==> config.mk <==
export PLATFORM = sky130hd
export DESIGN_NAME = rms_norm
export DESIGN_NICKNAME = d
export VERILOG_FILES = /design/src/rtl/rms_norm_pkg.sv /design/src/rtl/rms_norm_ctrl.sv /design/src/rtl/square_accum.sv /design/src/rtl/vector_buffer.sv /design/src/rtl/inv_rms_unit.sv /design/src/rtl/bf16_mult.sv /design/src/rtl/norm_lane.sv /design/src/rtl/rms_norm.sv
export VERILOG_INCLUDE_DIRS = /design/src /design/src/rtl
export SDC_FILE = /design/constraint.sdc
export NUM_CORES = 2
export LEC_CHECK = 0
export BUFFER_PORTS_ARGS = -buffer_cell sky130_fd_sc_hd__buf_2
export CAP_MARGIN = 10
export CORE_MARGIN = 8
export CORE_UTILIZATION = 30
export CTS_CLUSTER_DIAMETER = 50
export DETAILED_ROUTE_END_ITERATION = 8
export HOLD_SLACK_MARGIN = 0.1
export SLEW_MARGIN = 20
export SYNTH_ARGS = -nofsm -noshare
export SYNTH_HDL_FRONTEND = slang
export SYNTH_SLANG_ARGS = --single-unit
==> constraint.sdc <==
create_clock -name clk -period 9.7 [get_ports clk]
set_clock_uncertainty 0.1 [all_clocks]
set_input_delay 1.94 -clock clk [delete_from_list [all_inputs] [get_ports clk]]
set_output_delay 1.94 -clock clk [all_outputs]
set_load 0.05 [all_outputs]
==> src/rtl/rms_norm_settings.svh <==
// ------------------------------
// Lane count, vector limits, widths and
// the inverse square root constant
// ------------------------------
`ifndef RMS_NORM_SETTINGS_SVH
`define RMS_NORM_SETTINGS_SVH

// Elements per beat and vector limits
`define RMS_LANES 4
`define RMS_MAX_LEN 64
`define RMS_SLOTS (`RMS_MAX_LEN / `RMS_LANES)

// Datapath widths
`define RMS_LEN_WIDTH 7
`define RMS_ACC_WIDTH 21
`define RMS_SCALE_WIDTH 5
`define RMS_LOG2K_WIDTH 3

// Bit-level inverse square root seed for bfloat16
`define RMS_ISQRT_MAGIC 16'h5F37

`endif

==> src/rtl/rms_norm_pkg.sv <==
// ------------------------------
// bfloat16 word type and the integer to
// bfloat16 conversion
// ------------------------------
`include "rms_norm_settings.svh"

package rms_norm_pkg;

  typedef struct packed {
    logic       sign;
    logic [7:0] exp;
    logic [6:0] man;
  } bf16_fields_t;

  // Raw word for the inverse square root, fields for everything else
  typedef union packed {
    logic [15:0]  bits;
    bf16_fields_t f;
  } bf16_t;

  // Sign/magnitude integer to bfloat16, bias 127, mantissa truncated
  function automatic bf16_t int_to_bf16(input logic sign,
                                        input logic [`RMS_ACC_WIDTH-1:0] mag);
    bf16_t                     r;
    logic [`RMS_ACC_WIDTH-1:0] norm;
    int                        msb;
    r   = '0;
    msb = 0;
    for (int i = 0; i < `RMS_ACC_WIDTH; i++) begin
      if (mag[i]) begin
        msb = i;
      end
    end
    if (mag != '0) begin
      // Leading one moves to the top bit, then drops out as hidden bit
      norm     = mag << (`RMS_ACC_WIDTH - 1 - msb);
      r.f.sign = sign;
      r.f.exp  = 8'(127 + msb);
      r.f.man  = norm[`RMS_ACC_WIDTH-2 -: 7];
    end
    return r;
  endfunction

endpackage

==> src/rtl/rms_norm_ctrl.sv <==
// ------------------------------
// Phase FSM, configuration registers,
// beat counting and buffer read issue
// ------------------------------
`include "rms_norm_settings.svh"

module rms_norm_ctrl (
  input  logic                               clk,
  input  logic                               rst_n,
  input  logic                               cfg_valid,
  output logic                               cfg_ready,
  input  logic [`RMS_LEN_WIDTH-1:0]          cfg_length,
  input  logic [`RMS_LOG2K_WIDTH-1:0]        cfg_log2_k,
  input  logic signed [`RMS_SCALE_WIDTH-1:0] cfg_in_scale,
  input  logic signed [`RMS_SCALE_WIDTH-1:0] cfg_out_scale,
  input  logic                               in_valid,
  output logic                               in_ready,
  input  logic                               inv_valid,
  input  logic                               lane_last,
  output logic                               beat_accept,
  output logic                               load_done,
  output logic                               acc_clear,
  output logic                               rd_en,
  output logic                               rd_last,
  output logic [`RMS_LOG2K_WIDTH-1:0]        log2_k,
  output logic signed [`RMS_SCALE_WIDTH-1:0] in_scale,
  output logic signed [`RMS_SCALE_WIDTH-1:0] out_scale
);

  localparam logic [1:0] IDLE   = 2'd0;
  localparam logic [1:0] LOAD   = 2'd1;
  localparam logic [1:0] REDUCE = 2'd2;
  localparam logic [1:0] NORM   = 2'd3;

  logic [1:0]                phase;
  logic [`RMS_LEN_WIDTH-1:0] length_q;
  logic [`RMS_LEN_WIDTH-1:0] last_beat;
  logic [`RMS_LEN_WIDTH-1:0] beat_cnt;
  logic [`RMS_LEN_WIDTH-1:0] rd_cnt;
  logic                      cfg_fire;

  assign cfg_ready   = (phase == IDLE);
  assign in_ready    = (phase == LOAD);
  assign cfg_fire    = cfg_valid && cfg_ready;
  assign acc_clear   = cfg_fire;
  assign beat_accept = in_valid && in_ready;

  // Index of the final beat of the vector
  assign last_beat = (length_q >> $clog2(`RMS_LANES)) - 1'b1;
  assign load_done = beat_accept && (beat_cnt == last_beat);
  assign rd_last   = rd_en && (rd_cnt == last_beat);

  always_ff @(posedge clk or negedge rst_n) begin
    if (!rst_n) begin
      phase     <= IDLE;
      length_q  <= '0;
      log2_k    <= '0;
      in_scale  <= '0;
      out_scale <= '0;
      beat_cnt  <= '0;
      rd_cnt    <= '0;
      rd_en     <= 1'b0;
    end else begin
      case (phase)
        IDLE: begin
          if (cfg_fire) begin
            length_q  <= cfg_length;
            log2_k    <= cfg_log2_k;
            in_scale  <= cfg_in_scale;
            out_scale <= cfg_out_scale;
            beat_cnt  <= '0;
            phase     <= LOAD;
          end
        end
        LOAD: begin
          if (beat_accept) begin
            beat_cnt <= beat_cnt + 1'b1;
            if (load_done) begin
              phase <= REDUCE;
            end
          end
        end
        REDUCE: begin
          // Reads start once the inverse RMS is known
          if (inv_valid) begin
            rd_en  <= 1'b1;
            rd_cnt <= '0;
            phase  <= NORM;
          end
        end
        default: begin
          if (rd_en) begin
            rd_cnt <= rd_cnt + 1'b1;
          end
          if (rd_last) begin
            rd_en <= 1'b0;
          end
          if (lane_last) begin
            phase <= IDLE;
          end
        end
      endcase
    end
  end

  // ------------------------------
  // Checks
  // ------------------------------
  a_cfg_length: assert property (@(posedge clk) disable iff (!rst_n)
    cfg_fire |-> cfg_length != '0 && (cfg_length % `RMS_LANES) == 0
                 && cfg_length <= `RMS_MAX_LEN);

  // Beats are taken only while the vector still owes them
  a_beat_in_load: assert property (@(posedge clk) disable iff (!rst_n)
    beat_accept |-> beat_cnt <= last_beat);

endmodule

==> src/rtl/square_accum.sv <==
// ------------------------------
// Lane squaring and square sum
// ------------------------------
`include "rms_norm_settings.svh"

module square_accum (
  input  logic                           clk,
  input  logic                           rst_n,
  input  logic [`RMS_LANES-1:0][7:0]     in_data,
  input  logic                           beat_accept,
  input  logic                           acc_clear,
  input  logic                           load_done,
  output logic [`RMS_ACC_WIDTH-1:0]      sum,
  output logic                           sum_valid
);

  // (-128)^2 needs 15 bits unsigned
  logic [`RMS_LANES-1:0][14:0] sq;
  logic                        sq_valid;
  logic                        sq_last;
  logic [`RMS_ACC_WIDTH-1:0]   beat_total;

  always_ff @(posedge clk) begin
    for (int i = 0; i < `RMS_LANES; i++) begin
      sq[i] <= 15'($signed(in_data[i]) * $signed(in_data[i]));
    end
  end

  always_comb begin
    beat_total = '0;
    for (int i = 0; i < `RMS_LANES; i++) begin
      beat_total = beat_total + `RMS_ACC_WIDTH'(sq[i]);
    end
  end

  always_ff @(posedge clk or negedge rst_n) begin
    if (!rst_n) begin
      sq_valid  <= 1'b0;
      sq_last   <= 1'b0;
      sum       <= '0;
      sum_valid <= 1'b0;
    end else begin
      sq_valid  <= beat_accept;
      sq_last   <= load_done;
      sum_valid <= sq_last;
      if (acc_clear) begin
        sum <= '0;
      end else if (sq_valid) begin
        sum <= sum + beat_total;
      end
    end
  end

  a_no_wrap: assert property (@(posedge clk) disable iff (!rst_n)
    sq_valid && !acc_clear |=> sum >= $past(sum));

endmodule

==> src/rtl/vector_buffer.sv <==
// ------------------------------
// Input byte and gamma slot storage
// ------------------------------
`include "rms_norm_settings.svh"

module vector_buffer (
  input  logic                                  clk,
  input  logic                                  rst_n,
  input  logic                                  wr_en,
  input  logic [`RMS_LANES-1:0][7:0]            in_data,
  input  rms_norm_pkg::bf16_t [`RMS_LANES-1:0]  in_gamma,
  input  logic                                  rd_en,
  input  logic                                  acc_clear,
  output logic [`RMS_LANES-1:0][7:0]            rd_data,
  output rms_norm_pkg::bf16_t [`RMS_LANES-1:0]  rd_gamma
);

  import rms_norm_pkg::*;

  // One extra pointer bit so a full buffer is visible
  localparam int PTR_W = $clog2(`RMS_SLOTS) + 1;
  localparam logic [PTR_W-1:0] FULL = PTR_W'(`RMS_SLOTS);

  logic [`RMS_LANES-1:0][7:0] data_mem [`RMS_SLOTS];
  bf16_t [`RMS_LANES-1:0]     gamma_mem [`RMS_SLOTS];
  logic [PTR_W-1:0]           wr_ptr;
  logic [PTR_W-1:0]           rd_ptr;

  always_ff @(posedge clk or negedge rst_n) begin
    if (!rst_n) begin
      wr_ptr <= '0;
      rd_ptr <= '0;
    end else if (acc_clear) begin
      wr_ptr <= '0;
      rd_ptr <= '0;
    end else begin
      if (wr_en) begin
        wr_ptr <= wr_ptr + 1'b1;
      end
      if (rd_en) begin
        rd_ptr <= rd_ptr + 1'b1;
      end
    end
  end

  // Slot storage and registered read port
  always_ff @(posedge clk) begin
    if (wr_en) begin
      data_mem[wr_ptr[PTR_W-2:0]]  <= in_data;
      gamma_mem[wr_ptr[PTR_W-2:0]] <= in_gamma;
    end
    if (rd_en) begin
      rd_data  <= data_mem[rd_ptr[PTR_W-2:0]];
      rd_gamma <= gamma_mem[rd_ptr[PTR_W-2:0]];
    end
  end

  a_no_overflow: assert property (@(posedge clk) disable iff (!rst_n)
    wr_en |-> wr_ptr != FULL);

endmodule

==> src/rtl/inv_rms_unit.sv <==
// ------------------------------
// Square sum to inverse RMS
// ------------------------------
`include "rms_norm_settings.svh"

module inv_rms_unit (
  input  logic                               clk,
  input  logic                               rst_n,
  input  logic [`RMS_ACC_WIDTH-1:0]          sum,
  input  logic                               sum_valid,
  input  logic signed [`RMS_SCALE_WIDTH-1:0] in_scale,
  input  logic [`RMS_LOG2K_WIDTH-1:0]        log2_k,
  output rms_norm_pkg::bf16_t                inv_rms,
  output logic                               inv_valid
);

  import rms_norm_pkg::*;

  bf16_t sum_bf;
  bf16_t mean_bf;
  bf16_t isqrt;

  always_comb begin
    sum_bf  = int_to_bf16(1'b0, sum);
    mean_bf = sum_bf;
    // Squares carry the input scale twice, K is a power of two
    mean_bf.f.exp = sum_bf.f.exp - (8'(in_scale) << 1) - 8'(log2_k);
    // Magic-constant estimate, no refinement step
    isqrt.bits = `RMS_ISQRT_MAGIC - (mean_bf.bits >> 1);
    if (sum_bf.bits == '0) begin
      isqrt = '0;
    end
  end

  // Held for the whole NORM phase
  always_ff @(posedge clk) begin
    if (sum_valid) begin
      inv_rms <= isqrt;
    end
  end

  always_ff @(posedge clk or negedge rst_n) begin
    if (!rst_n) begin
      inv_valid <= 1'b0;
    end else begin
      inv_valid <= sum_valid;
    end
  end

endmodule

==> src/rtl/bf16_mult.sv <==
// ------------------------------
// Truncating bfloat16 multiplier
// ------------------------------
module bf16_mult (
  input  logic                clk,
  input  logic                rst_n,
  input  rms_norm_pkg::bf16_t a,
  input  rms_norm_pkg::bf16_t b,
  input  logic                valid,
  output rms_norm_pkg::bf16_t z,
  output logic                z_valid
);

  import rms_norm_pkg::*;

  logic [15:0]       prod;
  logic signed [9:0] e_sum;
  bf16_t             z_n;

  always_comb begin
    // Significand product is 1.x * 1.x, so the top bit says normalize
    prod  = {1'b1, a.f.man} * {1'b1, b.f.man};
    e_sum = 10'(a.f.exp) + 10'(b.f.exp) - 10'd127 + 10'(prod[15]);
    z_n.f.sign = a.f.sign ^ b.f.sign;
    z_n.f.exp  = e_sum[7:0];
    z_n.f.man  = prod[15] ? prod[14:8] : prod[13:7];
    // Zero operands and underflow flush to zero
    if (a.f.exp == '0 || b.f.exp == '0 || e_sum <= 0) begin
      z_n = '0;
    end else if (e_sum > 254) begin
      z_n.f.exp = 8'd254;
      z_n.f.man = 7'h7F;
    end
  end

  always_ff @(posedge clk) begin
    z <= z_n;
  end

  always_ff @(posedge clk or negedge rst_n) begin
    if (!rst_n) begin
      z_valid <= 1'b0;
    end else begin
      z_valid <= valid;
    end
  end

endmodule

==> src/rtl/norm_lane.sv <==
// ------------------------------
// One output lane: int8 to bfloat16,
// two products, back to saturated int8
// ------------------------------
`include "rms_norm_settings.svh"

module norm_lane (
  input  logic                               clk,
  input  logic                               rst_n,
  input  logic                               rd_en,
  input  logic                               rd_last,
  input  logic [7:0]                         rd_data,
  input  rms_norm_pkg::bf16_t                rd_gamma,
  input  rms_norm_pkg::bf16_t                inv_rms,
  input  logic signed [`RMS_SCALE_WIDTH-1:0] in_scale,
  input  logic signed [`RMS_SCALE_WIDTH-1:0] out_scale,
  output logic                               out_valid,
  output logic [7:0]                         out_data,
  output logic                               out_last
);

  import rms_norm_pkg::*;

  logic       v0, v1, v2, v3;
  logic       last0, last1, last2, last3;
  logic [7:0] mag8;
  bf16_t      x_conv, x_bf, g_q, xg, xn;
  int         e;
  logic [9:0] half;
  logic [8:0] rnd;
  logic [7:0] sat;

  // Byte to bfloat16 with the input scale as exponent offset
  always_comb begin
    mag8   = rd_data[7] ? 8'(-rd_data) : rd_data;
    x_conv = int_to_bf16(rd_data[7], `RMS_ACC_WIDTH'(mag8));
    if (x_conv.bits != '0) begin
      x_conv.f.exp = x_conv.f.exp - 8'(in_scale);
    end
  end

  always_ff @(posedge clk) begin
    x_bf <= x_conv;
    g_q  <= rd_gamma;
  end

  bf16_mult i_mult_gamma (
    .clk     (clk),
    .rst_n   (rst_n),
    .a       (x_bf),
    .b       (g_q),
    .valid   (v1),
    .z       (xg),
    .z_valid (v2)
  );

  bf16_mult i_mult_rms (
    .clk     (clk),
    .rst_n   (rst_n),
    .a       (xg),
    .b       (inv_rms),
    .valid   (v2),
    .z       (xn),
    .z_valid (v3)
  );

  // ------------------------------
  // Back to int8
  // ------------------------------
  always_comb begin
    e = int'(xn.f.exp) + int'(out_scale);
    // half holds twice the magnitude, so bit 0 is the half bit
    if (xn.bits == '0 || e < 126) begin
      half = '0;
    end else if (e > 134) begin
      half = 10'h3FE;
    end else if (e >= 133) begin
      half = 10'({1'b1, xn.f.man}) << (e - 133);
    end else begin
      half = 10'({1'b1, xn.f.man}) >> (133 - e);
    end
    rnd = 9'((half + 10'd1) >> 1);
    if (!xn.f.sign) begin
      sat = (rnd > 9'd127) ? 8'h7F : 8'(rnd);
    end else begin
      sat = (rnd > 9'd128) ? 8'h80 : 8'(-rnd);
    end
  end

  always_ff @(posedge clk) begin
    out_data <= sat;
  end

  // v0 lines up with the buffer's registered read
  always_ff @(posedge clk or negedge rst_n) begin
    if (!rst_n) begin
      v0        <= 1'b0;
      v1        <= 1'b0;
      last0     <= 1'b0;
      last1     <= 1'b0;
      last2     <= 1'b0;
      last3     <= 1'b0;
      out_valid <= 1'b0;
      out_last  <= 1'b0;
    end else begin
      v0        <= rd_en;
      v1        <= v0;
      last0     <= rd_last;
      last1     <= last0;
      last2     <= last1;
      last3     <= last2;
      out_valid <= v3;
      out_last  <= v3 && last3;
    end
  end

endmodule

==> src/rtl/rms_norm.sv <==
// ------------------------------
// RMS norm top level
// ------------------------------
`include "rms_norm_settings.svh"

module rms_norm (
  input  logic                                 clk,
  input  logic                                 rst_n,
  input  logic                                 cfg_valid,
  output logic                                 cfg_ready,
  input  logic [`RMS_LEN_WIDTH-1:0]            cfg_length,
  input  logic [`RMS_LOG2K_WIDTH-1:0]          cfg_log2_k,
  input  logic signed [`RMS_SCALE_WIDTH-1:0]   cfg_in_scale,
  input  logic signed [`RMS_SCALE_WIDTH-1:0]   cfg_out_scale,
  input  logic                                 in_valid,
  output logic                                 in_ready,
  input  logic [`RMS_LANES-1:0][7:0]           in_data,
  input  rms_norm_pkg::bf16_t [`RMS_LANES-1:0] in_gamma,
  output logic                                 out_valid,
  output logic [`RMS_LANES-1:0][7:0]           out_data,
  output logic                                 out_last
);

  import rms_norm_pkg::*;

  logic                               beat_accept, load_done, acc_clear;
  logic                               rd_en, rd_last, sum_valid, inv_valid;
  logic [`RMS_LOG2K_WIDTH-1:0]        log2_k;
  logic signed [`RMS_SCALE_WIDTH-1:0] in_scale, out_scale;
  logic [`RMS_ACC_WIDTH-1:0]          sum;
  bf16_t                              inv_rms;
  logic [`RMS_LANES-1:0][7:0]         rd_data;
  bf16_t [`RMS_LANES-1:0]             rd_gamma;
  logic [`RMS_LANES-1:0]              lane_valid, lane_last;

  // All lanes run in lockstep, lane 0 speaks for the beat
  assign out_valid = lane_valid[0];
  assign out_last  = lane_last[0];

  rms_norm_ctrl i_ctrl (
    .clk(clk), .rst_n(rst_n),
    .cfg_valid(cfg_valid), .cfg_ready(cfg_ready), .cfg_length(cfg_length),
    .cfg_log2_k(cfg_log2_k), .cfg_in_scale(cfg_in_scale), .cfg_out_scale(cfg_out_scale),
    .in_valid(in_valid), .in_ready(in_ready), .inv_valid(inv_valid),
    .lane_last(lane_last[0]), .beat_accept(beat_accept), .load_done(load_done),
    .acc_clear(acc_clear), .rd_en(rd_en), .rd_last(rd_last),
    .log2_k(log2_k), .in_scale(in_scale), .out_scale(out_scale)
  );

  square_accum i_accum (
    .clk(clk), .rst_n(rst_n), .in_data(in_data), .beat_accept(beat_accept),
    .acc_clear(acc_clear), .load_done(load_done), .sum(sum), .sum_valid(sum_valid)
  );

  vector_buffer i_buffer (
    .clk(clk), .rst_n(rst_n), .wr_en(beat_accept), .in_data(in_data),
    .in_gamma(in_gamma), .rd_en(rd_en), .acc_clear(acc_clear),
    .rd_data(rd_data), .rd_gamma(rd_gamma)
  );

  inv_rms_unit i_inv_rms (
    .clk(clk), .rst_n(rst_n), .sum(sum), .sum_valid(sum_valid),
    .in_scale(in_scale), .log2_k(log2_k), .inv_rms(inv_rms), .inv_valid(inv_valid)
  );

  for (genvar g = 0; g < `RMS_LANES; g++) begin : g_lane
    norm_lane i_lane (
      .clk(clk), .rst_n(rst_n), .rd_en(rd_en), .rd_last(rd_last),
      .rd_data(rd_data[g]), .rd_gamma(rd_gamma[g]), .inv_rms(inv_rms),
      .in_scale(in_scale), .out_scale(out_scale), .out_valid(lane_valid[g]),
      .out_data(out_data[g]), .out_last(lane_last[g])
    );
  end

endmodule

==> summary.md <==
| Metric | Value |
|---|---|
| Status | `completed` |
| Post-synthesis mux area share | `10.9%` |
| Most common cell after layout, fill and taps aside | `edfxtp_1` |
| Port bufs | `153` |
| Synth Instances | `8668` |
| Grt ovf | `0` |
| Post CTS Setup Buffer Count | `0` |
| Die X | `638 µm` |
| Worst Setup Path Type | `reg -> reg` |
| FF+latch count, synth | `2069` |
| Final core occ | `34.0%` |
| Chip height | `638 µm` |
| Avg WL per Cell | `19.7 µm` |
| EDFF count, synth | `1647` |
| Final Hold Viols | `0` |
| First-pass GRT wire length | `430000 µm` |
| Crit-path max FO | `21` |
| Vias per inst | `4.84` |
| Hpwl dp | `187000 µm` |
| Fin crit period | `8.90 ns` |
| Sequential area share after synthesis | `50.2%` |
| DR DRC count | `0` |
| Layout Cells excl Fill | `14300` |
| CTS Buf Count | `237` |
| Largest net degree at the start of global routing | `143` |
| Yosys top cell by area | `edfxtp_1` |
| Layout cells sized above 1 | `13.6%` |
| Antenna violations before repair | `49` |
| Total track usage | `13.4%` |
| Final Cycle Share | `91.8%` |
| H-tree levels | `4` |
| Largest family of logic cells by synthesized area | `adder cells` |
| Routability cong. | `0.841` |
| Synth Area in Compound Gates | `7.21%` |
| Synth warn | `0` |
| Die area | `407000 µm²` |
| Placeable Area | `385000 µm²` |
| DRT Pass-1 Iters | `6` |
| # IOs | `156` |
| Most frequent cells in the layout | `edfxtp_1 (1647), inv_1 (855), ha_1 (709)` |
| Initial DRC count | `4976` |
| Synth area leaders | `edfxtp_1 (43%), mux4_2 (9.5%), fa_1 (8.6%), ha_1 (7.6%), dfxtp_1 (5.9%)` |
| Post-route ant nets | `0` |
| Async set-or-reset flop fraction in the synthesized netlist | `3.77%` |
| Worst hold path type | `reg -> reg` |
| Yosys top cell area share | `42.6%` |
| Syn avg cell area | `13.4 µm²` |
| Xor-xnor portion of the synthesized cell area | `2.80%` |
| Post-synth cell types | `114` |
| Adder-cell share of the synthesized area | `16.3%` |
| Clk Latency, worst-skew pair | `0.89 ns` |
| Synth Area in Simple Gates | `8.98%` |
| Crit path arrival time | `9.51 ns` |
| Slowest cell delay on critical path | `1.00 ns` |
| Crit end category | `register` |
| Mapped cell area | `116000 µm²` |
| Post-Syn Nets | `9997` |
| Worst-case clock buffer depth | `4` |
| Max Slew Vio Count | `0` |
| Starting Density | `30.1%` |
| Crit path launch type | `register` |
| Total Routed Length | `280000 µm` |
| Final setup viols | `0` |
| Post-layout instance area | `131000 µm²` |
| Most used DFF post-synth | `edfxtp_1` |
| Vias in the first global route | `69900` |
| Clock slew at reported path FFs | `0.06 ns` |
| Area Growth Syn to Fin | `12.9%` |
| Via count | `68900` |
| Cell at the slowest stage of the critical path | `edfxtp_1` |
| Num rows | `228` |
| CTS tree | `done` |
| Setup TNS | `0 ns` |
| Layout net count | `10200` |
| RSZ-0062 raised after global routing | `false` |
| Placed cell area | `123000 µm²` |
| Slew of the pin with the lowest slew margin | `1.06 ns` |
| Max Cap Viol | `0` |
| Inst Count DP | `13800` |
| Fmax | `112 MHz` |
| Clock sinks | `2069` |
| CTS root buf | `clkbuf_16` |
| Crit-path most repeated cell | `a21oi_1` |
| Worst slew margin | `28.1%` |
| WP data required | `10.31 ns` |
==> metal layers <==
| layer | up-vias | wire (µm) | part of all wire, % | GRT usage, % |
|---|---|---|---|---|
| met5 | - | 210 | 0.075 | 0 |
| li1 | 32400 | - | - | - |
| met4 | 32 | 7080 | 2.5 | 3.40 |
| met2 | 1396 | 140000 | 50 | 23.7 |
| met3 | 379 | 12100 | 4.3 | 1.65 |
| met1 | 34700 | 121000 | 43 | 17.4 |
==> final cells by class <==
class / instances / area [µm²]
diodes: 8 / 20.0
flip-flops and latches: 2069 / 58300
well taps: 5175 / 6470
inverters: 859 / 3220
clock inverters: 152 / 1600
clock buffers: 288 / 6260
repair buffers: 230 / 1580
multi-input cells: 5471 / 53600
fillers: 37300 / 254000
==> logic make-up (layout without fill, tap and decap cells) <==
family                     after synthesis  in the layout
buffers and inverters                 1128           1529
muxes                                  644            644
AOI/OAI and AO/OA                     1270           1270
and+or+nand+nor                       1983           1983
other                                    1              9
xor gates and xnor gates               364            364
adders and majority gates             1209           1209
DFF                                   2069           2069
==> path summary, 6_finish.rpt <==
path | start | to | slack (ns) | cells past startpoint
setup / recovery | i_inv_rms.inv_rms[3] | g_lane[2].i_lane.i_mult_rms.z[5] | 0.80 | 34
max in group asynchronous | rst_n | i_buffer.rd_ptr[0] | 7.53 | 2
hold reg to reg | i_buffer.rd_gamma[16] | g_lane[1].i_lane.g_q[0] | 0.18 | 0
hold / removal | i_buffer.rd_gamma[16] | g_lane[1].i_lane.g_q[0] | 0.18 | 0
setup reg to reg | i_inv_rms.inv_rms[3] | g_lane[2].i_lane.i_mult_rms.z[5] | 0.80 | 34
min in group asynchronous | rst_n | i_ctrl.phase[0] | 0.89 | 1
==> sequential cells by signal (all words and copies together), names as in the netlist, 3 cells and up <==
signal,flops
i_buffer.data_mem,512
i_buffer.wr_ptr,4
i_buffer.gamma_mem,1024
g_lane.i_lane.i_mult_rms.z,64
i_buffer.rd_ptr,4
i_ctrl.out_scale,5
i_ctrl.beat_cnt,7
i_accum.sum,21
i_inv_rms.inv_rms,15
g_lane.i_lane.out_data,32
i_ctrl.length_q,5
g_lane.i_lane.i_mult_gamma.z,64
i_ctrl.in_scale,5
g_lane.i_lane.g_q,64
i_ctrl.rd_cnt,7
i_accum.sq,56
g_lane.i_lane.x_bf,64
i_buffer.rd_data,32
i_ctrl.log2_k,3
i_buffer.rd_gamma,64
==> synthesized netlist by cell type, types with 29 or more instances <==
master / instances
a211oi_1: 53
a21o_1: 88
a21oi_1: 412
a31oi_1: 47
and2_1: 398
and3_1: 47
buf_1: 45
clkbuf_1: 214
dfrtp_1: 78
dfxtp_1: 344
edfxtp_1: 1647
fa_1: 500
ha_1: 709
inv_1: 855
mux2_2: 35
mux2i_1: 120
mux4_2: 488
nand2_1: 449
nand2b_1: 74
nand3_1: 94
nand4_1: 66
nor2_1: 376
nor2b_1: 77
nor3_1: 112
nor4_1: 81
o211ai_1: 43
o21a_1: 29
o21ai_0: 221
o21bai_1: 59
o31ai_1: 33
or2_2: 39
or3_1: 37
xnor2_1: 232
xor2_1: 127
==> through the flow <==
stage	setup WS (ns)	hold WS [ns]
floorplan	1.31	0.223
global placement	0.751	0.226
detailed placement	0.711	0.227
CTS	0.760	0.160
global route	0.0213	0.173
finish	0.797	0.179
==> worst max-delay path: cells and delay by family (launching register included) <==
kind | cells | cell delay, ns
AO/OA/AOI/OAI | 15 | 3.47
AND/OR/NAND/NOR | 5 | 0.94
adder cells (fa/ha/maj) | 7 | 2.25
XOR/XNOR | 2 | 0.35
flip-flops | 1 | 1.00
buffers and inverters | 4 | 0.32
multiplexers | 1 | 0.26
==> what timing repair did <==
action | 4_1_cts | 5_1_grt
endpoints found under the setup margin | 0 | 8
hold buffers | 0 | 0
gates resized for setup | 0 | 1
Power is not shown: default switching activity piles up to over one toggle a cycle in this logic, so the estimate is an artifact.
